### config.mk
export PLATFORM = sky130hd
export DESIGN_NAME = axis_chan_fifo
export DESIGN_NICKNAME = d
export VERILOG_FILES = /design/src/common/ddr_stripe_pkg.sv /design/src/hw/axis_chan_fifo.sv
export SDC_FILE = /design/constraint.sdc
export NUM_CORES = 1
export LEC_CHECK = 0
export BUFFER_PORTS_ARGS = -buffer_cell sky130_fd_sc_hd__buf_2
export CORE_UTILIZATION = 55
export CTS_CLUSTER_SIZE = 28
export DETAILED_ROUTE_END_ITERATION = 16
export GPL_TIMING_DRIVEN = 1
export PLACE_DENSITY = 0.76
export SETUP_SLACK_MARGIN = 0.02
export SLEW_MARGIN = 5
export SYNTH_ARGS = -nofsm -noshare
export SYNTH_HDL_FRONTEND = slang
export SYNTH_SLANG_ARGS = --single-unit
### constraint.sdc
create_clock -name aclk -period 9.86 [get_ports aclk]
set_input_delay 0.986 -clock aclk [delete_from_list [all_inputs] [get_ports aclk]]
set_output_delay 0.986 -clock aclk [all_outputs]
set_load 0.02 [all_outputs]
### src/common/ddr_stripe_pkg.sv
package ddr_stripe_pkg;

    // =========================================================================
    // Stream payload
    // =========================================================================

    localparam int AXI_DATA_BITS = 64;
    localparam int AXI_KEEP_BITS = AXI_DATA_BITS / 8;

    // One beat of every stream in the design, 73 bits.
    typedef struct packed {
        logic [AXI_DATA_BITS-1:0] tdata;
        logic [AXI_KEEP_BITS-1:0] tkeep;
        logic                     tlast;
    } axis_beat_t;

    // =========================================================================
    // Register port
    // =========================================================================

    localparam int REG_DATA_BITS = 32;

    typedef enum logic [1:0] {
        REG_ACTIVE     = 2'd0,
        REG_SINK_BEATS = 2'd1,
        REG_SRC_BEATS  = 2'd2
    } reg_addr_t;

    // Single-cycle strobes, no back-pressure.
    typedef struct packed {
        logic                     wr;
        logic                     rd;
        reg_addr_t                addr;
        logic [REG_DATA_BITS-1:0] wdata;
    } reg_req_t;

endpackage

### src/hw/axis_chan_fifo.sv
`timescale 1ns/1ps

module axis_chan_fifo import ddr_stripe_pkg::*; #(
    parameter int  FIFO_DEPTH = 8,
    localparam int PTR_W      = $clog2(FIFO_DEPTH),
    localparam int CNT_W      = $clog2(FIFO_DEPTH + 1)
) (
    input  logic       aclk,
    input  logic       aresetn,

    input  axis_beat_t in_beat,
    input  logic       in_valid,
    output logic       in_ready,

    output axis_beat_t out_beat,
    output logic       out_valid,
    input  logic       out_ready
);

    axis_beat_t       mem [FIFO_DEPTH];
    logic [PTR_W-1:0] wr_ptr;
    logic [PTR_W-1:0] rd_ptr;
    logic [CNT_W-1:0] count;
    logic             wr_en;
    logic             rd_en;

    assign out_valid = (count != '0);
    assign out_beat  = mem[rd_ptr];

    // A full FIFO still takes a beat when one leaves in the same cycle.
    assign in_ready = (count != CNT_W'(FIFO_DEPTH)) || out_ready;

    assign wr_en = in_valid && in_ready;
    assign rd_en = out_valid && out_ready;

    always_ff @(posedge aclk) begin
        if (wr_en) begin
            mem[wr_ptr] <= in_beat;
        end
    end

    // Depth is a power of two, so the pointers wrap on their own.
    always_ff @(posedge aclk or negedge aresetn) begin
        if (!aresetn) begin
            wr_ptr <= '0;
            rd_ptr <= '0;
            count  <= '0;
        end else begin
            if (wr_en) begin
                wr_ptr <= wr_ptr + 1'b1;
            end
            if (rd_en) begin
                rd_ptr <= rd_ptr + 1'b1;
            end
            count <= count + CNT_W'(wr_en) - CNT_W'(rd_en);
        end
    end

    a_no_overflow: assert property (@(posedge aclk) disable iff (!aresetn)
        count <= CNT_W'(FIFO_DEPTH))
        else $error("axis_chan_fifo occupancy %0d above depth", count);

endmodule

==> metrics.yaml <==
worst_setup_path:
  end_kind: "output pin"
  start_kind: "register"
  reg2reg_depth: 6
  r2r-start: "count[2]$_DFF_PN0_"
  regToRegSetupSlack_ps: 6720
  crit_fanout: 45
  cp-startpoint: "rd_ptr[0]$_DFFE_PN0P_"
  path_class: "reg2out"
  arrival_ps: 3840
  endpoint: "out_beat[16]"
  r2r_end: "mem[3][54]$_DFFE_PP_"
  crit_required_ps: 8870
pwr:
  power.internal_w: 0.00550
  p_sw_w: 0.00232
  clkPwrFrac_pct: 26.8
  vdd_ir_drop_max_mv: 0.235
  switching_share_pct: 29.7
  p_leak_nw: 8.39
  p_comb_share_pct: 30.6
  powerDensity_nw_per_um2: 305
  seq_power_share_pct: 42.6
placement:
  port_buffers: 151
  hpwl_um: 22000
  place_area_um2: 23900
  gp_congestion: 0.689
  pre_cts_ws_ps: 5500
sta:
  finalSetupViolations: 0
  finalMaxSlewViolations: 0
  max_slew.worst_pin.slew_ps: 1000
  fin_crit_ps: 4830
  fin_setup_tns_ps: 0
  hold_viol: 0
  rsz0062_at_grt: "no"
  fin_ws_ps: 5030
  slew_headroom_pct: 33.1
  max_freq_ghz: 0.207
  clock_skew_ps: 11.2
  period_share_pct: 49.0
floorplanning:
  start_util_pct: 56.2
  die_w_um: 204
  placementRows: 73
  core_area_um2: 40000
  die-area_um2: 41700
  die-height_um: 204
  ioPinCount: 152
cells_and_area:
  mostFrequentLayoutCells: "584 x edfxtp_1, 151 x buf_2, 146 x mux4_2"
  postLayoutCellArea_um2: 25700
  area_delta_synth_final_pct: 14.1
  nets: 1174
  drive_gt1_share_pct: 42.7
  final_common_cell: "edfxtp_1"
yosys:
  synthFlopType: "edfxtp_1"
  async_reset_ff_share_pct: 1.68
  synth_top_area_share_pct: 77.9
  syn_inst: 899
  synthXorXnorAreaFrac_pct: 0.234
  synthMuxAreaShare_pct: 18.4
  syn_avg_cell_area_um2: 25.0
  yosysTopAreaCell: "edfxtp_1"
  yosys.area_share.adder_pct: 0.534
  synth_top_family_by_area: "multiplexers"
  synthSimpleGateAreaFrac_pct: 0.434
  syn_nets: 985
  synth-seq-cells: 594
  synth_area_um2: 22500
  ys_types: 23
  synth_compound_area_share_pct: 0.0556
  ys_warn_count: 0
  ys_top_cells_by_area: "edfxtp_1 78%, mux4_2 15%, mux2_2 3.8%"
  synth_edf_count: 584
  ys_seq_area_share_pct: 79.1
clocking:
  clkTransAtPathRegs_ps: 60
  cts_buffer_depth: 3
  cts_tree: "done"
  postCtsSetupRepairBufs: 0
  htreeDepth: 2
  clock_sinks: 594
  cts_root_buf: "clkbuf_16"
  numCtsBuffers: 57
  ctsHoldBuffers: 0
  cts_resized: 0
  clock_latency_ps: 590
hold_path:
  hp-class: "in2async"
global_route:
  grtUsageMet1_pct: 27.4
  use_met2_pct: 34.0
  antenna_found_initial: 7
  grt_pass1_wl_um: 62300
  use_met3_pct: 5.12
  grt_max_degree: 70
  overflow: 0
  grt_use_total_pct: 20.5
  grt_pass1_vias: 10300
  busiest_layer: "met2"
route:
  first_pass_iters: 5
  drc: 0
  via_per_inst: 5.83
  wl_per_cell_um: 24.7
  ant_nets: 0
  drtIter0Drc: 666
  wirelength_um: 41100
  vias: 9679
status:
  outcome: "finished, final reports clean"
run:
  drv_cap: 0
## power groups by stage
stage | registers [W] | logic [W] | clock network, W
2_1_floorplan | 0.00332 | 0.00185 | 0
3_5_place_dp | 0.00339 | 0.00245 | 0
3_3_place_gp | 0.00337 | 0.00242 | 0
5_1_grt | 0.00337 | 0.00257 | 0.00224
4_1_cts | 0.00334 | 0.00246 | 0.00215
6_report | 0.00333 | 0.00239 | 0.00210
## worst min path at each step
stage / cells past startpoint / to
2_1_floorplan: 1 / wr_ptr[0]$_DFFE_PN0P_
3_3_place_gp: 1 / wr_ptr[0]$_DFFE_PN0P_
3_5_place_dp: 1 / wr_ptr[0]$_DFFE_PN0P_
4_1_cts: 1 / rd_ptr[1]$_DFFE_PN0P_
5_1_grt: 1 / rd_ptr[1]$_DFFE_PN0P_
6_report: 1 / rd_ptr[1]$_DFFE_PN0P_
## cells in the mapped netlist (3+ instances only)
library cell	n
xnor2_1	4
buf_2	3
nor2_1	6
ha_1	8
inv_1	6
mux2_2	75
nand2_1	3
buf_6	15
dfrtp_1	10
mux4_2	146
clkbuf_1	12
buf_1	12
nand3_1	3
edfxtp_1	584
## routing by layer
layer	vias up	wire length, um
met5	-	59
met4	10	789
met3	66	2580
met2	264	20900
met1	5113	16700
li1	4226	-
## kinds of logic after synthesis
group | after synthesis
DFF | 594
AOI/OAI and AO/OA | 2
xor gates and xnor gates | 6
buffers and inverters | 48
and+or+nand+nor | 19
muxes | 221
adders and majority gates | 9
## sequential cells by signal, indices dropped and copies added (netlist names)
signal and cells:
wr_ptr 3, count 4, mem 584, rd_ptr 3
## layout make-up
class / instances / area, um2
clock inverters: 26 / 284
repair buffers: 172 / 913
well taps: 525 / 657
flip-flops and latches: 594 / 17800
clock buffers: 74 / 1520
fillers: 2607 / 14300
diodes: 5 / 12.5
multi-input cells: 257 / 4470
inverters: 6 / 22.5
## metrics by stage
step           std cells  power, W  util, %  hold WS, ps
5_1_grt             1655   0.00818     64.2          242
2_1_floorplan        899   0.00518        -          486
4_1_cts             1654   0.00795     64.2          213
6_report            1659   0.00782     64.2          246
3_3_place_gp        1554   0.00579     59.6          501
3_5_place_dp        1554   0.00584     59.6          519
## critical path: stages (launching register included)
cell	delay (ps)
dfrtp_4	660
buf_4	760
buf_4	740
mux4_2	600
mux2_2	280
buf_2	160
No activity file was read; power rests on OpenSTA's default activity.
