**config.mk**
```make
export PLATFORM = sky130hd
export DESIGN_NAME = gather_mux
export DESIGN_NICKNAME = d
export VERILOG_FILES = /design/src/common/ddr_stripe_pkg.sv /design/src/ddr_stripe/gather_mux.sv
export SDC_FILE = /design/constraint.sdc
export NUM_CORES = 1
export LEC_CHECK = 0
export ABC_AREA = 0
export BUFFER_PORTS_ARGS = -buffer_cell sky130_fd_sc_hd__buf_4
export CORE_AREA = 2 2 148 150
export CTS_CLUSTER_SIZE = 25
export DETAILED_ROUTE_END_ITERATION = 10
export DIE_AREA = 0 0 150 152
export RECOVER_POWER = 25
export SYNTH_ARGS = -nofsm -noshare
export SYNTH_HDL_FRONTEND = slang
export SYNTH_SLANG_ARGS = --single-unit
```
**constraint.sdc**
```tcl
create_clock -name aclk -period 2.3 [get_ports aclk]
set_input_delay 0.46 -clock aclk [delete_from_list [all_inputs] [get_ports aclk]]
set_output_delay 0.46 -clock aclk [all_outputs]
set_load 0.005 [all_outputs]
```
**src/common/ddr_stripe_pkg.sv**
```systemverilog
package ddr_stripe_pkg;

    // =========================================================================
    // Stream payload
    // =========================================================================

    localparam int AXI_DATA_BITS = 64;
    localparam int AXI_KEEP_BITS = AXI_DATA_BITS / 8;

    // One beat of every stream in the design, 73 bits.
    typedef struct packed {
        logic [AXI_DATA_BITS-1:0] tdata;
        logic [AXI_KEEP_BITS-1:0] tkeep;
        logic                     tlast;
    } axis_beat_t;

    // =========================================================================
    // Register port
    // =========================================================================

    localparam int REG_DATA_BITS = 32;

    typedef enum logic [1:0] {
        REG_ACTIVE     = 2'd0,
        REG_SINK_BEATS = 2'd1,
        REG_SRC_BEATS  = 2'd2
    } reg_addr_t;

    // Single-cycle strobes, no back-pressure.
    typedef struct packed {
        logic                     wr;
        logic                     rd;
        reg_addr_t                addr;
        logic [REG_DATA_BITS-1:0] wdata;
    } reg_req_t;

endpackage

```
**src/ddr_stripe/gather_mux.sv**
```systemverilog
`timescale 1ns/1ps

module gather_mux import ddr_stripe_pkg::*; #(
    parameter int  N_CHAN = 4,
    localparam int PTR_W  = $clog2(N_CHAN),
    localparam int CNT_W  = $clog2(N_CHAN + 1)
) (
    input  logic                   aclk,
    input  logic                   aresetn,

    // Source FIFO read ports.
    input  axis_beat_t [N_CHAN-1:0] chan_beat,
    input  logic [N_CHAN-1:0]      chan_valid,
    output logic [N_CHAN-1:0]      chan_ready,

    // Host side.
    output axis_beat_t             host_beat,
    output logic                   host_valid,
    input  logic                   host_ready,

    input  logic [CNT_W-1:0]       n_active,
    input  logic                   cfg_restart,
    output logic                   src_fire
);

    logic [PTR_W-1:0] sel_q;
    logic [CNT_W-1:0] sel_inc;

    // Only the channel under the pointer may deliver, which keeps host order.
    assign host_beat  = chan_beat[sel_q];
    assign host_valid = chan_valid[sel_q];
    assign src_fire   = host_valid && host_ready;

    always_comb begin
        chan_ready = '0;
        chan_ready[sel_q] = host_ready;
    end

    // Same wrap rule as the striping side.
    assign sel_inc = CNT_W'(sel_q) + 1'b1;

    always_ff @(posedge aclk or negedge aresetn) begin
        if (!aresetn) begin
            sel_q <= '0;
        end else if (cfg_restart) begin
            sel_q <= '0;
        end else if (src_fire) begin
            if (sel_inc >= n_active) begin
                sel_q <= '0;
            end else begin
                sel_q <= sel_inc[PTR_W-1:0];
            end
        end
    end

    a_sel_in_range: assert property (@(posedge aclk) disable iff (!aresetn || cfg_restart)
        CNT_W'(sel_q) < n_active)
        else $error("gather_mux pointer %0d not below n_active %0d", sel_q, n_active);

endmodule

```
==> impl_results.md <==
- Status: finished, final reports clean
- Largest net degree at the start of global routing: 41
- Finished Cell Area: 5340 um^2
- DR WL/cell: 17.4 um
- Hold Fails Final Rpt: 0
- CP Launch Type: flip-flop
- Worst Setup SP: sel_q[0]$_DFFE_PN0P_
- Synthesized area: 2070 um^2
- Crit end category: output pin
- Internal: 1.04 mW
- Residual DRC count: 0
- Peak supply drop: 0.000293 V
- Sw Share: 27.8%
- Yosys Warn Count: 0
- Final setup TNS: 0 ns
- Biggest register: sel_q
- Final worst slack: 0.0941 ns
- Crit Path Class: reg -> out
- Area of the multi-input gates: 1860 um^2
- Worst-case reg-to-reg path depth: 8
- Vias/cell: 3.90
- Top Registers: sel_q x2
- Comb power frac: 78.4%
- Pwr dens: 271 nW/um^2
- Register Area: 57.6 um^2
- Starting Density: 9.71%
- Post-synthesis mux area share: 80.7%
- Worst path required time: 1.84 ns
- R2r setup slk: 0.36 ns
- Post-synthesis sequential area ratio: 2.41%
- Net Sw Power: 0.401 mW
- Largest register FFs: 2
- Commonest non-fill, non-tap cell in the layout: buf_4
- Worst Setup EP: host_beat[35]
- Clock-pin slew on the worst setup and hold paths: 0.03 ns
- Port Buffers: 381
- Post-DP HPWL: 12100 um
- Full die area: 22800 um^2
- Area Overhead vs Synth: 157%
- Hold crit path type: in -> async
- Final std cells w/o fill: 776
- Gpl congestion: 0.841
- CTS Buffer Depth: 2
- Register bit total from synthesis: 2
- Min cycle time layout: 2.21 ns
- TritonCTS clock tree: built
- Final ANT Viol Nets: 0
- Max Fclk: 0.453 GHz
- Worst Path Max Fanout: 19
- Main combinational cell family by area after synthesis: multiplexers
- WP data arrival: 1.75 ns
- Clk root buf: clkbuf_16
- Simple-gate share of the synthesized area: 2.72%
- Worst slack at placement: 0.323 ns
- DRT iter0 DRCs: 157
- Nets: 808
- Final worst-path cycle share: 95.9%
- Pleak: 2.44 nW
- Num rows: 54
- Fin Clk Skew: 0.00257 ns
- RSZ-0062 raised after global routing: no
- Share of cells above drive strength 1: 93.5%
- CTS resizes: 0
- Post-CTS Setup Inserts: 0
- Vias in the first global route: 3274
- Grt total ovfl: 0
- Adder-cell share of the synthesized area: 4.22%
- Core region area: 21400 um^2
- Mapped Cells: 123
- Hold_ws: 0.0151 ns
- Most frequent cells in the layout: 369 x buf_4, 73 x mux4_2, 11 x clkbuf_4
- Syn_nets: 433
- Clock Power Share: 18.5%
- Hold buffers post-CTS: 0
- Compound-Gate Fraction of Synth Area: 1.93%
- Reg2reg start: sel_q[0]$_DFFE_PN0P_
- Yosys cell types: 22
- Rel. slew slack: 74.6%
- Vias post-DR: 3025
- Xor/xnor share of the synthesized area: 0%
- CTS sink cnt: 2
- Clk Latency, worst-skew pair: 0.22 ns
- Setup Viol. Count Final: 0
- Syn avg cell area: 16.9 um^2
- Final Slew Violations: 0
- GR Util All Layers: 11.0%
- Worst R2R End: sel_q[1]$_DFFE_PN0P_
- I/O Pins: 382
- Die W: 150 um
- DRT Wirelength: 13500 um
- First-pass GRT wire length: 19400 um
- Fillcell total: 2304
- Actual slew at the worst max-slew pin: 0.380 ns
- CTS Buf Count: 3
- Initial antenna violation count: 1
- H-tree depth reported by CTS: 1
- Max-Cap Viols: 0
- Drt pass-1 iters: 4
- Die H: 152 um
- Inserted Diodes: 0
- Placed Area: 5270 um^2
- Flop pwr share: 3.1%
- Post-Place Cells: 773
[how the worst min path moves through the flow]
stage	start	endpoint	slack (ns)	cells after the start
2_1_floorplan	aresetn	sel_q[0]$_DFFE_PN0P_	0.16	0
3_3_place_gp	aresetn	sel_q[1]$_DFFE_PN0P_	0.24	1
3_5_place_dp	aresetn	sel_q[0]$_DFFE_PN0P_	0.24	1
4_1_cts	aresetn	sel_q[1]$_DFFE_PN0P_	0.009	1
5_1_grt	aresetn	sel_q[1]$_DFFE_PN0P_	0.03	1
6_report	aresetn	sel_q[1]$_DFFE_PN0P_	0.02	1
[cell type report]
cell class              count  area share, %
clock buffers               3           1.41
inverters                   5          0.352
multi-input cells          99           34.8
flip-flops and latches      2           1.08
well taps                 280           6.57
repair buffers            387           55.8
[per-stage QoR]
stage / total power, mW / utilization [%]
after floorplan: 0.473 / -
after global placement: 1.17 / 24.7
after detailed placement: 1.18 / 24.7
after CTS: 1.46 / 25.0
after global routing: 1.52 / 25.0
final: 1.45 / 25.0
[Yosys cell counts (all sizes together)]
| cell type | n | area (um^2) |
|---|---|---|
| and2 | 4 | 25.0 |
| o31ai | 1 | 7.51 |
| nor3b | 1 | 7.51 |
| ha | 7 | 87.6 |
| nor2 | 1 | 3.75 |
| mux4 | 73 | 1640 |
| mux2i | 3 | 30.0 |
| or2 | 1 | 6.26 |
| a21oi | 1 | 5.00 |
| buf | 17 | 146 |
| nand2b | 1 | 6.26 |
| o21ai | 1 | 5.00 |
| inv | 5 | 18.8 |
| nand2 | 2 | 7.51 |
| dfrtp | 2 | 50.1 |
| a31oi | 1 | 6.26 |
| o2111ai | 1 | 8.76 |
| a21o | 1 | 7.51 |
[critical path: stages (launching register included)]
cell,delay (ns)
dfrtp_4,0.43
buf_12,0.18
buf_12,0.18
mux4_2,0.55
buf_4,0.16
[power by group through the flow]
| stage | clock network, mW | registers (mW) | logic [mW] |
|---|---|---|---|
| 4_1_cts | 0.273 | 0.0445 | 1.14 |
| 6_report | 0.268 | 0.0444 | 1.13 |
| 2_1_floorplan | 0 | 0.0409 | 0.432 |
| 3_5_place_dp | 0 | 0.0450 | 1.14 |
| 5_1_grt | 0.273 | 0.0448 | 1.20 |
| 3_3_place_gp | 0 | 0.0449 | 1.13 |
[cells by family (layout without fill, tap and decap cells)]
| family | count (synthesis) | count (layout) |
|---|---|---|
| AOI/OAI and AO/OA | 6 | 6 |
| buffers and inverters | 22 | 395 |
| muxes | 76 | 76 |
| adders and majority gates | 7 | 7 |
| DFF | 2 | 2 |
| and+or+nand+nor | 10 | 10 |
[layer usage]
metal  routed length (um)  part of all wire [%]  global-route usage, %  vias up
li1                     -                     -                      -     1331
met1                 5150                    38                   14.0     1499
met2                 6800                    50                   18.6      189
met3                 1480                    11                   3.45        6
met4                   72                  0.53                   1.75        0
met5                    0                     0                      0        -
Power figures use the tool's default switching activity.
