`config.mk`:
```
export PLATFORM = sky130hd
export DESIGN_NAME = stripe_regs
export DESIGN_NICKNAME = d
export VERILOG_FILES = /design/src/common/ddr_stripe_pkg.sv /design/src/hw/stripe_regs.sv
export SDC_FILE = /design/constraint.sdc
export NUM_CORES = 1
export LEC_CHECK = 0
export ABC_AREA = 1
export ABC_CLOCK_PERIOD_IN_PS = 1850
export BUFFER_PORTS_ARGS = -buffer_cell sky130_fd_sc_hd__buf_4
export CAP_MARGIN = 20
export CORE_MARGIN = 5
export CORE_UTILIZATION = 50
export DETAILED_ROUTE_END_ITERATION = 6
export HOLD_SLACK_MARGIN = 0.03
export PLACE_DENSITY = 0.8
export SKIP_CTS_REPAIR_TIMING = 1
export SKIP_LAST_GASP = 1
export SLEW_MARGIN = 20
export SYNTH_ARGS = -nofsm -noshare
export SYNTH_HDL_FRONTEND = slang
export SYNTH_SLANG_ARGS = --single-unit
export TNS_END_PERCENT = 50
```
`constraint.sdc`:
```
create_clock -name aclk -period 1.85 [get_ports aclk]
set_clock_uncertainty 0.05 [all_clocks]
set_input_delay 0 -clock aclk [delete_from_list [all_inputs] [get_ports aclk]]
set_output_delay 0 -clock aclk [all_outputs]
set_load 0.1 [all_outputs]
```
`src/common/ddr_stripe_pkg.sv`:
```
package ddr_stripe_pkg;

    // =========================================================================
    // Stream payload
    // =========================================================================

    localparam int AXI_DATA_BITS = 64;
    localparam int AXI_KEEP_BITS = AXI_DATA_BITS / 8;

    // One beat of every stream in the design, 73 bits.
    typedef struct packed {
        logic [AXI_DATA_BITS-1:0] tdata;
        logic [AXI_KEEP_BITS-1:0] tkeep;
        logic                     tlast;
    } axis_beat_t;

    // =========================================================================
    // Register port
    // =========================================================================

    localparam int REG_DATA_BITS = 32;

    typedef enum logic [1:0] {
        REG_ACTIVE     = 2'd0,
        REG_SINK_BEATS = 2'd1,
        REG_SRC_BEATS  = 2'd2
    } reg_addr_t;

    // Single-cycle strobes, no back-pressure.
    typedef struct packed {
        logic                     wr;
        logic                     rd;
        reg_addr_t                addr;
        logic [REG_DATA_BITS-1:0] wdata;
    } reg_req_t;

endpackage

```
`src/hw/stripe_regs.sv`:
```
`timescale 1ns/1ps

module stripe_regs import ddr_stripe_pkg::*; #(
    parameter int  N_CHAN = 4,
    localparam int CNT_W  = $clog2(N_CHAN + 1)
) (
    input  logic                     aclk,
    input  logic                     aresetn,

    input  reg_req_t                 req,
    output logic [REG_DATA_BITS-1:0] rd_data,
    output logic                     rd_valid,

    output logic [CNT_W-1:0]         n_active,
    output logic                     cfg_restart,
    input  logic                     sink_fire,
    input  logic                     src_fire
);

    logic [REG_DATA_BITS-1:0] sink_beats;
    logic [REG_DATA_BITS-1:0] src_beats;
    logic [CNT_W-1:0]         wr_active;
    logic                     wr_act;

    // Writes to the counter addresses fall through here and are dropped.
    assign wr_act = req.wr && (req.addr == REG_ACTIVE);

    // Clamp to 1..N_CHAN.
    always_comb begin
        if (req.wdata == '0) begin
            wr_active = CNT_W'(1);
        end else if (req.wdata > REG_DATA_BITS'(N_CHAN)) begin
            wr_active = CNT_W'(N_CHAN);
        end else begin
            wr_active = req.wdata[CNT_W-1:0];
        end
    end

    // =========================================================================
    // Control state and counters
    // =========================================================================

    always_ff @(posedge aclk or negedge aresetn) begin
        if (!aresetn) begin
            n_active    <= CNT_W'(N_CHAN);
            cfg_restart <= 1'b0;
            sink_beats  <= '0;
            src_beats   <= '0;
            rd_valid    <= 1'b0;
        end else begin
            cfg_restart <= wr_act;
            rd_valid    <= req.rd;
            if (wr_act) begin
                n_active <= wr_active;
            end
            // Restart lands with the new n_active, one cycle after the write.
            if (cfg_restart) begin
                sink_beats <= '0;
                src_beats  <= '0;
            end else begin
                sink_beats <= sink_beats + REG_DATA_BITS'(sink_fire);
                src_beats  <= src_beats + REG_DATA_BITS'(src_fire);
            end
        end
    end

    always_ff @(posedge aclk) begin
        if (req.rd) begin
            case (req.addr)
                REG_ACTIVE:     rd_data <= REG_DATA_BITS'(n_active);
                REG_SINK_BEATS: rd_data <= sink_beats;
                REG_SRC_BEATS:  rd_data <= src_beats;
                default:        rd_data <= '0;
            endcase
        end
    end

endmodule

```
==> results.py, run 1 <==
metrics = {
    "run_status": {
        "status": "completed",
    },
    "timing": {
        "min_period_over_period_pct": 99.5,
        "hold_ws_ns": 0.00945,
        "hold_violations": 0,
        "timing.final.ws_setup_ns": 0.00929,
        "grt_setup_unrepaired": "yes",
        "period_needed_ns": 1.84,
        "relSlewSlack_pct": 66.7,
        "final-setup-viol-count": 0,
        "tightest_slew_ns": 0.499,
        "drv_slew": 0,
        "clock.fmax_mhz": 543,
    },
    "yosys": {
        "synth_cell_types": 29,
        "synth-edff-count": 32,
        "syn-instance-count": 680,
        "postSynthAreaPerCell_sq_um": 7.88,
        "synth_ff_type": "dfrtp_1",
        "synth_area_sq_um": 5360,
        "async_flop_share_pct": 68.3,
        "yosysWarnings": 0,
        "synth-seq-cells": 101,
        "ys_seq_area_share_pct": 50.2,
        "syn_nets": 724,
    },
    "placement": {
        "place_area_sq_um": 6120,
        "dpl_worst_slack_ns": 0.152,
        "io_buffers": 76,
        "dp_hpwl_um": 10800,
        "gp_congestion": 0.982,
    },
    "global_route": {
        "grt_pass1_vias": 4802,
        "grt_max_degree": 36,
        "grt_first_pass_wirelength_um": 23400,
        "antenna_found_initial": 0,
        "overflow": 0,
        "grt.total_usage_pct": 23.0,
    },
    "clock_network": {
        "htree_levels": 3,
        "insertion_delay_ns": 0.39,
        "cts_root_buf": "clkbuf_8",
        "clk_transition_reported_paths_ns": 0.10,
        "cts_buffers": 9,
        "clock-sinks": 101,
        "cts_tree": "yes",
        "cts_buffer_depth": 2,
    },
    "die": {
        "fp.dieH_um": 114,
        "ios": 77,
        "die-area_sq_um": 12900,
        "start_util_pct": 51.7,
        "die_w_um": 114,
        "core_area_sq_um": 10400,
        "rows": 37,
    },
    "pwr": {
        "ir_drop_v": 0.000636,
        "power_mw": 4.76,
        "leakagePower_nw": 2.72,
        "power.density_nw_per_um2": 738,
    },
    "final_layout": {
        "fillers": 910,
        "drive_above_1_share_pct": 19.3,
        "fin_nets": 817,
        "antennaDiodeCount": 0,
        "areaGrowthSynthToFinish_pct": 20.2,
        "final_util_pct": 62.1,
        "fin_area_sq_um": 6440,
    },
    "routing": {
        "route.detailed.drc": 0,
        "routed_via_density": 5.40,
        "vias": 4936,
        "drt-initial-drc-count": 412,
        "wl_per_cell_um": 15.9,
        "drt-pass1-iter-count": 5,
        "routed_wl_um": 14500,
        "antenna_left": 0,
    },
    "worst_setup_path": {
        "crit_path_max_fanout": 2,
        "cp.required_ns": 2.09,
        "rrSetupSlack_ns": 0.14,
        "crit_type": "in -> reg",
        "start_kind": "input port",
        "rr_startpoint": "src_beats[0]",
        "cp-endpoint": "n_active[1]",
        "crit_path_end_kind": "flop",
        "rr_worst_depth": 9,
        "worstPathArrival_ns": 2.08,
        "reg2reg_to": "src_beats[29]",
        "startpoint": "req[0]",
    },
    "min_path": {
        "worst_hold_path_type": "in -> reg",
    },
    "job": {
        "drv_cap": 0,
    },
}
## sequential cells by signal (all words and copies together), names as in the netlist
name         cells
sink_beats      32
rd_valid         1
n_active         3
rd_data         32
cfg_restart      1
src_beats       32
## metal layers
metal	wire length (um)	share of wire (%)	up-vias	GRT usage [%]
li1	-	-	2396	-
met1	6470	45	2325	31.5
met2	6840	47	191	37.3
met3	916	6.3	24	3.87
met4	300	2.1	0	7.77
met5	0	0	-	0
## stage by stage
stage	TNS, ns	cells
2_1_floorplan	0	680
3_3_place_gp	0	886
3_5_place_dp	0	886
4_1_cts	0	902
5_1_grt	-0.101	914
6_report	0	914
## final cells by class
cell class	instances	area [sq um]	share of cell area, %
Inverter	82	308	4.78
Multi-Input combinational cell	484	2320	36.0
Sequential cell	101	2690	41.7
Tap cell	136	170	2.64
Clock inverter	4	32.5	0.505
Clock buffer	12	155	2.41
Timing Repair Buffer	95	768	11.9
## layout by cell type, fill, tap and decap left out, types with 4 or more instances in the layout
cell,count
edfxtp_1,32
nand4_1,6
nor2_4,4
inv_1,76
nand3_1,44
xor2_1,4
o21ai_0,31
nand2_1,151
nand2_2,15
nor3_1,20
dlygate4sd3_1,12
a21oi_1,26
inv_2,5
nor3_2,7
nor2_2,12
o22ai_1,24
nor2_1,122
dfrtp_1,68
clkbuf_8,11
buf_4,81
## Yosys cell counts (12+ instances only)
library cell    n  area (sq um)
nand2_2        14          87.6
o22ai_1        24           150
nor2_2         12          75.1
nor2_1        123           462
nor3_1         20           100
inv_1          76           285
dfrtp_1        68          1700
a21oi_1        26           130
o21ai_0        31           155
nand3_1        44           220
nand2_1       152           571
edfxtp_1       32           961
## power breakdown
group          switching [mW]  internal (mW)
combinational           0.592          0.239
sequential              0.114           2.44
clock                   0.797          0.571
total                    1.50           3.25
## worst min path at each step
stage / start / to / slack [ns] / cells past startpoint
2_1_floorplan: aresetn / cfg_restart / -0.35 / 0
3_3_place_gp: aresetn / sink_beats[18] / -0.05 / 1
3_5_place_dp: aresetn / sink_beats[18] / -0.05 / 1
4_1_cts: aresetn / sink_beats[18] / -0.48 / 1
5_1_grt: req[33] / rd_data[14] / 0.03 / 3
6_report: req[33] / rd_data[14] / 0.009 / 3
## kinds of logic after synthesis
| group | synth area share, % |
|---|---|
| xor gates and xnor gates | 0.654 |
| DFF | 50.2 |
| and+or+nand+nor | 32.7 |
| buffers and inverters | 6.77 |
| AOI/OAI and AO/OA | 8.76 |
| adders and majority gates | 0.934 |
## worst max-delay path: stages
cell           delay [ns]
dlygate4sd3_1        0.53
buf_4                0.14
nor2_1               0.14
nor2_1               0.06
nor3_1               0.27
nand3_1              0.14
dlygate4sd3_1        0.58
o21ai_0              0.21
(Power assumes the default switching activity.)
==> run 2, diff against run 1 <==
Settings changed: CELL_PAD_IN_SITES_DETAIL_PLACEMENT set to 1, CELL_PAD_IN_SITES_GLOBAL_PLACEMENT set to 2, CORE_UTILIZATION 50 to 34, PLACE_DENSITY 0.8 to 0.9.
==> results.py, run 2 (synthesis results as in run 1) <==
metrics = {
    "routing": {
        "antenna_left": 0,
        "routed_via_density": 5.09,
        "routed_wl_um": 17600,
        "vias": 5051,
        "drt-pass1-iter-count": 4,
        "wl_per_cell_um": 17.7,
        "route.detailed.drc": 0,
        "drt-initial-drc-count": 161,
    },
    "clock_network": {
        "clk_transition_reported_paths_ns": 0.07,
        "cts_tree": "yes",
        "cts_buffers": 9,
        "htree_levels": 3,
        "cts_buffer_depth": 2,
        "insertion_delay_ns": 0.36,
        "clock-sinks": 101,
        "cts_root_buf": "clkbuf_16",
    },
    "placement": {
        "io_buffers": 76,
        "dp_hpwl_um": 13200,
        "dpl_worst_slack_ns": -0.0390,
        "gp_congestion": 0.881,
        "dp_cells": 962,
    },
    "worst_setup_path": {
        "start_kind": "flop",
        "crit_path_max_fanout": 4,
        "cp_slowest_cell": "dfrtp_1",
        "worstPathArrival_ns": 1.97,
        "crit_path_end_kind": "flop",
        "cp.required_ns": 2.05,
        "crit_type": "reg -> reg",
        "crit_chain": "ha_4, ha_2, nand2_2, nor2_4, nand2_2, nor2b_4, nand2_1, o21ai_1, nor2_1",
        "slowest_delay_ns": 0.39,
        "crit_path_frequent_cell": "nand2_2",
    },
    "timing": {
        "grt_setup_unrepaired": "yes",
        "relSlewSlack_pct": 69.0,
        "hold_violations": 0,
        "drv_slew": 0,
        "final-setup-viol-count": 0,
        "clock.fmax_mhz": 566,
        "period_needed_ns": 1.77,
        "tightest_slew_ns": 0.465,
        "timing.final.ws_setup_ns": 0.0830,
        "min_period_over_period_pct": 95.5,
    },
    "die": {
        "core_area_sq_um": 15300,
        "die-area_sq_um": 18400,
        "rows": 45,
        "start_util_pct": 35.0,
        "fp.dieH_um": 136,
        "ios": 77,
        "die_w_um": 136,
    },
    "final_layout": {
        "drive_above_1_share_pct": 19.6,
        "fillers": 1864,
        "fin_nets": 820,
        "top_regs": "rd_data: 32 flops, sink_beats: 32 flops, src_beats: 32 flops",
        "areaGrowthSynthToFinish_pct": 24.4,
        "final_util_pct": 43.5,
        "final_cell_mix": "nand2_1, nor2_1, buf_4",
        "final_common_cell": "nand2_1",
        "final_cell_count_no_fill": 992,
        "antennaDiodeCount": 0,
    },
    "pwr": {
        "ir_drop_v": 0.000462,
        "p_comb_share_pct": 16.2,
        "p_int_mw": 3.75,
        "leakagePower_nw": 2.79,
        "p_sw_mw": 1.60,
        "p_seq_share_pct": 48.1,
        "power.share.clock_pct": 35.7,
        "power_mw": 5.34,
        "power.density_nw_per_um2": 801,
        "swShare_pct": 29.9,
    },
    "job": {
        "drv_cap": 0,
    },
    "global_route": {
        "grt_pass1_vias": 5467,
        "overflow": 0,
        "grt_max_degree": 44,
        "antenna_found_initial": 0,
        "grt.total_usage_pct": 19.9,
        "grt_first_pass_wirelength_um": 28300,
    },
    "min_path": {
        "worst_hold_path_type": "in -> reg",
    },
    "run_status": {
        "status": "completed",
    },
}
[run 2: critical path, delay by kind of cell, from the launching register on]
kind / cells / cell delay (ns)
AOI/OAI and AO/OA: 1 / 0.18
DFF: 1 / 0.39
adders and majority gates: 2 / 0.35
and+or+nand+nor: 6 / 0.69
[run 2: path summary, 6_finish.rpt]
check	to	cells past startpoint	slack (ns)	startpoint
hold reg to reg	sink_beats[17]	1	0.42	sink_beats[17]
setup reg to reg	src_beats[20]	9	0.08	src_beats[0]
min in group asynchronous	src_beats[19]	2	0.06	aresetn
max in group asynchronous	sink_beats[7]	3	1.11	aresetn
hold / removal	rd_data[2]	3	0.009	req[32]
setup / recovery	src_beats[20]	9	0.08	src_beats[0]
[run 2: cell type report]
class                   count  area, sq um  area share, %
clock buffers              11          233           3.49
flip-flops and latches    101         2690           40.3
multi-input cells         484         2350           35.2
clock inverters             5         51.3          0.769
well taps                 211          264           3.96
repair buffers             98          776           11.6
inverters                  82          308           4.62
[run 2: power groups by stage]
stage                     logic [mW]  clock network, mW  registers (mW)
after floorplan                0.251                  0            2.87
after global placement         0.806                  0            2.59
after detailed placement       0.825                  0            2.60
after CTS                      0.829               1.96            2.56
after global routing           0.950               2.05            2.58
final                          0.864               1.91            2.57
[run 2: metrics by stage]
step                TNS, ns  hold WS (ns)  instance area (sq um)
detailed placement  -0.0390       -0.0881                   6210
finish                    0       0.00948                   6670
global placement          0       -0.0951                   6210
global route         -0.351        0.0302                   6670
floorplan                 0        -0.346                   5360
CTS                 -0.0845        -0.479                   6490
[run 2: per-layer routing]
metal	vias to the layer above	GRT usage, %	part of all wire (%)	routed length [um]
met4	0	8.23	3.0	523
met1	2505	24.4	43	7560
li1	2399	-	-	-
met3	35	3.97	4.3	757
met2	112	34.2	50	8730
met5	-	0	0	0
