File: config.mk
export PLATFORM = sky130hd
export DESIGN_NAME = stripe_mux
export DESIGN_NICKNAME = d
export VERILOG_FILES = /design/src/common/ddr_stripe_pkg.sv /design/src/ddr_stripe/stripe_mux.sv
export SDC_FILE = /design/constraint.sdc
export NUM_CORES = 1
export LEC_CHECK = 0
export ABC_AREA = 1
export BUFFER_PORTS_ARGS = -buffer_cell sky130_fd_sc_hd__buf_2
export CORE_AREA = 2 2 63 65
export DETAILED_ROUTE_END_ITERATION = 16
export DIE_AREA = 0 0 65 67
export GPL_TIMING_DRIVEN = 0
export PLACE_DENSITY = 0.75
export SETUP_SLACK_MARGIN = 0.2
export SLEW_MARGIN = 20
export SYNTH_ARGS = -nofsm -noshare
export SYNTH_HDL_FRONTEND = slang
export SYNTH_SLANG_ARGS = --single-unit
File: constraint.sdc
create_clock -name aclk -period 2.17 [get_ports aclk]
set_clock_uncertainty 0.05 [all_clocks]
set_input_delay 0.217 -clock aclk [delete_from_list [all_inputs] [get_ports aclk]]
set_output_delay 0.217 -clock aclk [all_outputs]
set_load 0.005 [all_outputs]
File: src/common/ddr_stripe_pkg.sv
package ddr_stripe_pkg;

    // =========================================================================
    // Stream payload
    // =========================================================================

    localparam int AXI_DATA_BITS = 64;
    localparam int AXI_KEEP_BITS = AXI_DATA_BITS / 8;

    // One beat of every stream in the design, 73 bits.
    typedef struct packed {
        logic [AXI_DATA_BITS-1:0] tdata;
        logic [AXI_KEEP_BITS-1:0] tkeep;
        logic                     tlast;
    } axis_beat_t;

    // =========================================================================
    // Register port
    // =========================================================================

    localparam int REG_DATA_BITS = 32;

    typedef enum logic [1:0] {
        REG_ACTIVE     = 2'd0,
        REG_SINK_BEATS = 2'd1,
        REG_SRC_BEATS  = 2'd2
    } reg_addr_t;

    // Single-cycle strobes, no back-pressure.
    typedef struct packed {
        logic                     wr;
        logic                     rd;
        reg_addr_t                addr;
        logic [REG_DATA_BITS-1:0] wdata;
    } reg_req_t;

endpackage

File: src/ddr_stripe/stripe_mux.sv
`timescale 1ns/1ps

module stripe_mux import ddr_stripe_pkg::*; #(
    parameter int  N_CHAN = 4,
    localparam int PTR_W  = $clog2(N_CHAN),
    localparam int CNT_W  = $clog2(N_CHAN + 1)
) (
    input  logic              aclk,
    input  logic              aresetn,

    // Host side.
    input  axis_beat_t        host_beat,
    input  logic              host_valid,
    output logic              host_ready,

    // Channel FIFO write ports.
    output axis_beat_t        chan_beat,
    output logic [N_CHAN-1:0] chan_valid,
    input  logic [N_CHAN-1:0] chan_ready,

    // Control from the register block.
    input  logic [CNT_W-1:0]  n_active,
    input  logic              cfg_restart,
    output logic              sink_fire
);

    logic [PTR_W-1:0] sel_q;
    logic [CNT_W-1:0] sel_inc;

    // =========================================================================
    // Distribution
    // =========================================================================

    // The beat goes to every channel, but only the selected one sees valid.
    assign chan_beat = host_beat;

    always_comb begin
        chan_valid = '0;
        chan_valid[sel_q] = host_valid;
    end

    assign host_ready = chan_ready[sel_q];
    assign sink_fire  = host_valid && host_ready;

    // =========================================================================
    // Round-robin pointer
    // =========================================================================

    assign sel_inc = CNT_W'(sel_q) + 1'b1;

    always_ff @(posedge aclk or negedge aresetn) begin
        if (!aresetn) begin
            sel_q <= '0;
        end else if (cfg_restart) begin
            sel_q <= '0;
        end else if (sink_fire) begin
            // Wrap at the active count, not at N_CHAN.
            if (sel_inc >= n_active) begin
                sel_q <= '0;
            end else begin
                sel_q <= sel_inc[PTR_W-1:0];
            end
        end
    end

    // n_active may drop under the pointer during the restart cycle.
    a_sel_in_range: assert property (@(posedge aclk) disable iff (!aresetn || cfg_restart)
        CNT_W'(sel_q) < n_active)
        else $error("stripe_mux pointer %0d not below n_active %0d", sel_q, n_active);

endmodule

==> impl_metrics.env, run 1 <==
export IMPL_clkSinkCount=2
export IMPL_yosys_area_top_type="buf_4"
export IMPL_postCtsSetupRepairBufs=0
export IMPL_initial_utilization=0.241
export IMPL_grt_pass1_wl_um=2790
export IMPL_arrival_ns=1.86
export IMPL_drt_initial_drc_count=15
export IMPL_critPathMaxFanout=7
export IMPL_switching_power_uw=218
export IMPL_powerDensity_mw_per_mm2=426
export IMPL_cts_tree="yes"
export IMPL_drive_above_1_share=0.787
export IMPL_rsz0062_at_grt="no"
export IMPL_grt_overflow_total=0
export IMPL_cts_made_buffers=3
export IMPL_fin_cells=264
export IMPL_multi_input_area_um2=224
export IMPL_drv_slew=0
export IMPL_crit_chain="inv_2 -> ha_1 -> ha_1 -> nand3_1 -> nand3_1 -> nor2_1 -> nor2_1 -> nor2_1"
export IMPL_crit_path_end_kind="register"
export IMPL_crit_type="register to register"
export IMPL_first_pass_iters=4
export IMPL_start_kind="register"
export IMPL_period_share=0.817
export IMPL_hold_viol_final=0
export IMPL_power_frac_comb=0.643
export IMPL_clk_pin_slew_ns=0.03
export IMPL_top_regs="sel_q (2)"
export IMPL_internal_power_uw=389
export IMPL_dp_cells=260
export IMPL_seq_area_frac_synth=0.0575
export IMPL_synth_cell_types=12
export IMPL_design_core_area_mm2=0.00361
export IMPL_grt_pass1_vias=719
export IMPL_ys_ff_latch=2
export IMPL_via_per_inst=3.69
export IMPL_seq_power_share=0.122
export IMPL_tns_ns=0
export IMPL_period_minus_slack_ns=1.77
export IMPL_worstPathRequired_ns=2.25
export IMPL_ios=163
export IMPL_die_w_um=65
export IMPL_syn_nets=214
export IMPL_die_y_um=67
export IMPL_slowest_stage="dfrtp_1"
export IMPL_postSynthAreaPerCell_um2=7.08
export IMPL_slew_headroom=0.814
export IMPL_synth_area_leaders="buf_4 (63%), ha_1 (10%), nand2_1 (6.0%)"
export IMPL_top_layer="met3"
export IMPL_root_buffer="clkbuf_8"
export IMPL_die_area_mm2=0.00436
export IMPL_routed_wl_met3_um=380
export IMPL_clock_latency_ns=0.21
export IMPL_setup_slack_ns=0.397
export IMPL_cpMostUsedCell="nor2_1"
export IMPL_area_delta_synth_final_pct=63.9
export IMPL_largest_register="sel_q"
export IMPL_seqCellArea_um2=50.0
export IMPL_htreeDepth=1
export IMPL_nNetsFinal=309
export IMPL_clk_path_buf_depth=2
export IMPL_gp_congestion=0.746
export IMPL_pre_cts_ws_ns=0.384
export IMPL_holdBufCountCts=1
export IMPL_p_leak_uw=0.000965
export IMPL_antenna_found_initial=0
export IMPL_p_clk_frac=0.235
export IMPL_diodes=0
export IMPL_grt_total_usage=0.0832
export IMPL_vias=975
export IMPL_avgRoutedWirePerCell_um=8.58
export IMPL_cp_slowest_stage_delay_ns=0.49
export IMPL_port_buffers=89
export IMPL_synth_top_cell_area_share=0.629
export IMPL_tightest_slew_ns=0.279
export IMPL_drc_errors=0
export IMPL_drt_total_wl_um=2260
export IMPL_drv_cap=0
export IMPL_rows=22
export IMPL_ir_drop_mv=0.132
export IMPL_wl_met2_um=1270
export IMPL_grt_start_max_net_pins=8
export IMPL_fillers=383
export IMPL_place_hpwl_um=2110
export IMPL_syn_inst=123
export IMPL_hp_class="input port to register"
export IMPL_status="complete, no violations"
export IMPL_largest_reg_flops=2
export IMPL_ant_nets=0
export IMPL_netlist_area_um2=871
export IMPL_ys_warnings_count=0
export IMPL_setup_viol=0
export IMPL_clock_fmax_mhz=564
export IMPL_final_util=0.396
export IMPL_switching_share=0.359
export IMPL_drt_met1_wl_um=616
export IMPL_cts_resized=0
## path summary, 6_finish.rpt
| path | depth (start not counted) | slack [ns] | to | startpoint |
|---|---|---|---|---|
| setup / recovery | 8 | 0.40 | sel_q[1] | sel_q[0] |
| hold / removal | 4 | 0.26 | sel_q[1] | cfg_restart |
| setup reg to reg | 8 | 0.40 | sel_q[1] | sel_q[0] |
| hold reg to reg | 2 | 0.65 | sel_q[0] | sel_q[0] |
| max in group asynchronous | 2 | 1.70 | sel_q[0] | aresetn |
| min in group asynchronous | 2 | 0.28 | sel_q[1] | aresetn |
## cell usage after synthesis
cell,number
buf_4,73
nand2_1,14
inv_1,12
ha_1,7
nand3_1,4
nor2_1,4
nand3_2,3
dfrtp_1,2
a21o_1,1
a21oi_1,1
inv_2,1
nand2_2,1
## layout make-up
class | count | area share
timing repair buffer | 90 | 0.319
inverter | 13 | 0.0342
multi-input combinational | 35 | 0.157
tap | 48 | 0.0421
clock buffer | 3 | 0.0289
sequential | 2 | 0.0351
buffer | 73 | 0.384
## cells in the final DEF (no fill, tap or decap), types with 2 or more instances in the layout
cell type / synthesis / layout
buf_2: 0 / 89
buf_4: 73 / 73
nand2_1: 14 / 14
inv_1: 12 / 12
ha_1: 7 / 7
nand3_1: 4 / 4
nor2_1: 4 / 4
nand3_2: 3 / 3
clkbuf_8: 0 / 3
dfrtp_1: 2 / 2
## stage by stage
| step | instance area (µm²) | hold slack (ns) | power (µW) |
|---|---|---|---|
| final | 1430 | 0.259 | 608 |
| after global placement | 1380 | -0.0472 | 463 |
| after floorplan | 871 | -0.129 | 334 |
| after CTS | 1430 | 0.257 | 620 |
| after global routing | 1430 | 0.276 | 675 |
| after detailed placement | 1380 | -0.0473 | 470 |
## worst max-delay path: cells and delay by family (launching register included)
family / cells / cell delay [ns]
flip-flops: 1 / 0.49
adder cells (fa/ha/maj): 2 / 0.62
buffers and inverters: 1 / 0.12
AND/OR/NAND/NOR: 5 / 0.42
## routing by layer
layer,GRT usage,vias to the layer above
li1,-,482
met1,0.0734,401
met2,0.169,92
met3,0.0253,0
met4,0.0399,0
met5,0,-
## power by group through the flow
| stage | Sequential (µW) | Combinational, µW | Clock (µW) |
|---|---|---|---|
| 2_1_floorplan | 66.4 | 267 | 0 |
| 3_3_place_gp | 74.2 | 388 | 0 |
| 3_5_place_dp | 75.2 | 395 | 0 |
| 4_1_cts | 75.0 | 398 | 148 |
| 5_1_grt | 78.7 | 441 | 155 |
| 6_report | 74.2 | 391 | 143 |
## cells by family (layout without fill, tap and decap cells)
logic type               after synthesis  after routing  share of synthesized area
buffers and inverters                 86            179                      0.685
AND/OR/NAND/NOR                       26             26                      0.142
adder cells (fa/ha/maj)                7              7                      0.101
AO/OA/AOI/OAI                          2              2                     0.0144
flip-flops                             2              2                     0.0575
Note: power is estimated with default switching activity, not from simulation.
==> run 2, diff against run 1 <==
--- a/config.mk
+++ b/config.mk
@@ -5,13 +5,13 @@
 export SDC_FILE = /design/constraint.sdc
 export NUM_CORES = 1
 export LEC_CHECK = 0
-export ABC_AREA = 1
+export ABC_AREA = 0
 export BUFFER_PORTS_ARGS = -buffer_cell sky130_fd_sc_hd__buf_2
-export CORE_AREA = 2 2 63 65
+export CORE_AREA = 2 2 62 64
 export DETAILED_ROUTE_END_ITERATION = 16
-export DIE_AREA = 0 0 65 67
+export DIE_AREA = 0 0 64 66
 export GPL_TIMING_DRIVEN = 0
-export PLACE_DENSITY = 0.75
+export PLACE_DENSITY = 0.76
 export SETUP_SLACK_MARGIN = 0.2
 export SLEW_MARGIN = 20
 export SYNTH_ARGS = -nofsm -noshare
==> constraint.sdc (replaced) <==
create_clock -name aclk -period 1.66 [get_ports aclk]
set_clock_uncertainty 0.05 [all_clocks]
set_input_delay 0.166 -clock aclk [delete_from_list [all_inputs] [get_ports aclk]]
set_output_delay 0.166 -clock aclk [all_outputs]
set_load 0.005 [all_outputs]
==> run 2 against run 1 <==
  * Register-to-register slack got worse by 0.25 ns
  * Critical endpoint is now sel_q[0]
  * First-iteration DRC count decreased by 27%
  * Cell count decreased by 2.7%
  * Sequential share of layout area decreased by 0.066 points
==> impl_metrics.env, run 2 <==
export IMPL_switching_share=0.299
export IMPL_switching_power_uw=169
export IMPL_netlist_area_um2=846
export IMPL_area_delta_synth_final_pct=80.6
export IMPL_drv_cap=0
export IMPL_clock_latency_ns=0.24
export IMPL_placed_cell_area_mm2=0.00140
export IMPL_final_area_mm2=0.00153
export IMPL_drive_above_1_share=0.904
export IMPL_crit_path_end_kind="register"
export IMPL_slew_headroom=0.878
export IMPL_period_minus_slack_ns=1.52
export IMPL_tns_ns=0
export IMPL_grt_pass1_wl_um=2690
export IMPL_layout_common_cells="buf_2 (87), buf_4 (79), inv_1 (4)"
export IMPL_die_area_mm2=0.00422
export IMPL_syn_nets=199
export IMPL_min_to="sel_q[0]"
export IMPL_period_share=0.913
export IMPL_synth_top_cell_area_share=0.648
export IMPL_ir_drop_mv=0.130
export IMPL_top_regs="sel_q (2)"
export IMPL_arrival_ns=1.58
export IMPL_drt_initial_drc_count=11
export IMPL_synth_most_common_cell="buf_4"
export IMPL_gp_congestion=0.708
export IMPL_ant_nets=0
export IMPL_p_leak_uw=0.000929
export IMPL_p_clk_frac=0.230
export IMPL_yosys_area_top_type="buf_4"
export IMPL_syn_inst=108
export IMPL_clk_pin_slew_ns=0.03
export IMPL_diodes=0
export IMPL_rows=22
export IMPL_clkSinkCount=2
export IMPL_seq_power_share=0.111
export IMPL_initial_utilization=0.238
export IMPL_port_buffers=89
export IMPL_drv_slew=0
export IMPL_grt_overflow_total=0
export IMPL_largest_reg_flops=2
export IMPL_critPathMaxFanout=6
export IMPL_vias=974
export IMPL_synthArstFlopShare=1.00
export IMPL_ys_warnings_count=0
export IMPL_clk_path_buf_depth=2
export IMPL_largest_register="sel_q"
export IMPL_synth_area_leaders="buf_4 (65%), ha_1 (10%), dfrtp_1 (5.9%)"
export IMPL_final_common_cell="buf_2"
export IMPL_first_pass_iters=3
export IMPL_synth_cell_types=14
export IMPL_internal_power_uw=397
export IMPL_die_w_um=64
export IMPL_synth_edff_count=0
export IMPL_avgRoutedWirePerCell_um=8.83
export IMPL_clock_fmax_mhz=660
export IMPL_cts_tree="yes"
export IMPL_drt_total_wl_um=2270
export IMPL_via_per_inst=3.79
export IMPL_grt_start_max_net_pins=8
export IMPL_ys_flop_type="dfrtp_1"
export IMPL_status="complete, no violations"
export IMPL_power_frac_comb=0.658
export IMPL_die_y_um=66
export IMPL_place_hpwl_um=1970
export IMPL_min_path_cells=4
export IMPL_design_core_area_mm2=0.00355
export IMPL_ios=163
export IMPL_grt_total_usage=0.0825
export IMPL_htreeDepth=1
export IMPL_root_buffer="clkbuf_4"
export IMPL_antenna_found_initial=0
export IMPL_crit_type="register to register"
export IMPL_hp_class="input port to register"
export IMPL_grt_pass1_vias=741
export IMPL_postSynthAreaPerCell_um2=7.83
export IMPL_setup_viol=0
export IMPL_hold_viol_final=0
export IMPL_powerDensity_mw_per_mm2=371
export IMPL_drc_errors=0
export IMPL_synth_commonest_cells="buf_4 (73), ha_1 (7), inv_1 (7)"
export IMPL_nNetsFinal=301
export IMPL_hp_start="cfg_restart"
export IMPL_worstRegToRegCells=6
export IMPL_tightest_slew_ns=0.178
export IMPL_start_kind="register"
export IMPL_cts_made_buffers=3
export IMPL_r2r_start="sel_q[0]"
export IMPL_whs_ns=0.192
export IMPL_ys_ff_latch=2
export IMPL_seq_area_frac_synth=0.0592
export IMPL_rsz0062_at_grt="yes"
export IMPL_worstPathRequired_ns=1.72
export IMPL_reg2reg_to="sel_q[0]"
export IMPL_ff2ff_setup_slack_ns=0.14
==> run 2: cell types whose count changed in the layout (fill, tap and decap cells not counted), moves of 4 or more <==
| cell | delta |
|---|---|
| buf_4 | +6 |
| ha_1 | -5 |
| inv_1 | -8 |
| nand2_1 | -12 |
| nand3_1 | -4 |
| nor2_1 | -4 |
==> run 2: power groups by stage <==
stage	Sequential, µW	Combinational [µW]	Clock (µW)
final	63.0	373	130
after global placement	63.2	321	0
after floorplan	61.3	207	0
after detailed placement	63.5	327	0
after global routing	64.1	406	137
after CTS	62.6	355	137
==> run 2: per-layer routing <==
metal | vias up | track usage | routed length [µm]
met5 | - | 0 | 0
met4 | 0 | 0.0652 | 44
met3 | 4 | 0.00852 | 362
met2 | 98 | 0.186 | 1330
met1 | 405 | 0.0582 | 531
li1 | 467 | - | -
==> run 2: worst max-delay path by stage <==
stage	cells after the start	end	slack, ns	start
after floorplan	6	sel_q[0]	0.20	sel_q[0]
after global placement	6	sel_q[0]	0.11	sel_q[0]
after detailed placement	6	sel_q[0]	0.08	sel_q[0]
after CTS	6	sel_q[0]	0.14	sel_q[0]
after global routing	6	sel_q[0]	0.08	sel_q[0]
final	6	sel_q[0]	0.14	sel_q[0]
==> run 2: layout make-up <==
| class | count | area (µm²) |
|---|---|---|
| multi-input cells | 26 | 290 |
| repair buffers | 97 | 524 |
| inverters | 7 | 26.3 |
| well taps | 48 | 60.1 |
| fillers | 349 | 2020 |
| plain buffers | 73 | 548 |
| flip-flops and latches | 2 | 52.6 |
| clock buffers | 4 | 26.3 |
==> run 2: logic make-up (layout without fill, tap and decap cells) <==
logic type      after synthesis  after routing  synth area share
simple gates                  9              9            0.0577
mux                           4              4            0.0473
fa+ha+maj                     7              7             0.104
flops                         2              2            0.0592
buf+inv                      80            181             0.679
compound gates                6              6            0.0533
==> run 2: what timing repair did <==
| action | 4_1_cts | 5_1_grt |
|---|---|---|
| gates resized for setup | 5 | 8 |
| hold endpoints to repair | 2 | 0 |
| pin swaps | 2 | 1 |
| buffers inserted | 5 | 2 |
| hold buffers | 1 | 0 |
| endpoints found under the setup margin | 5 | 6 |
==> run 2: critical path: stages (launching register included) <==
cell	delay, ns
dfrtp_2	0.46
inv_2	0.11
ha_4	0.21
ha_4	0.27
nand2_4	0.05
o2111ai_2	0.16
mux2i_1	0.09
==> run 2: through the flow <==
step	instances	utilization	setup slack (ns)	power [µW]
CTS	255	0.419	0.137	555
global route	257	0.430	0.0814	608
detailed placement	245	0.393	0.0828	391
global placement	245	0.393	0.111	385
floorplan	108	-	0.200	268
finish	257	0.430	0.144	566
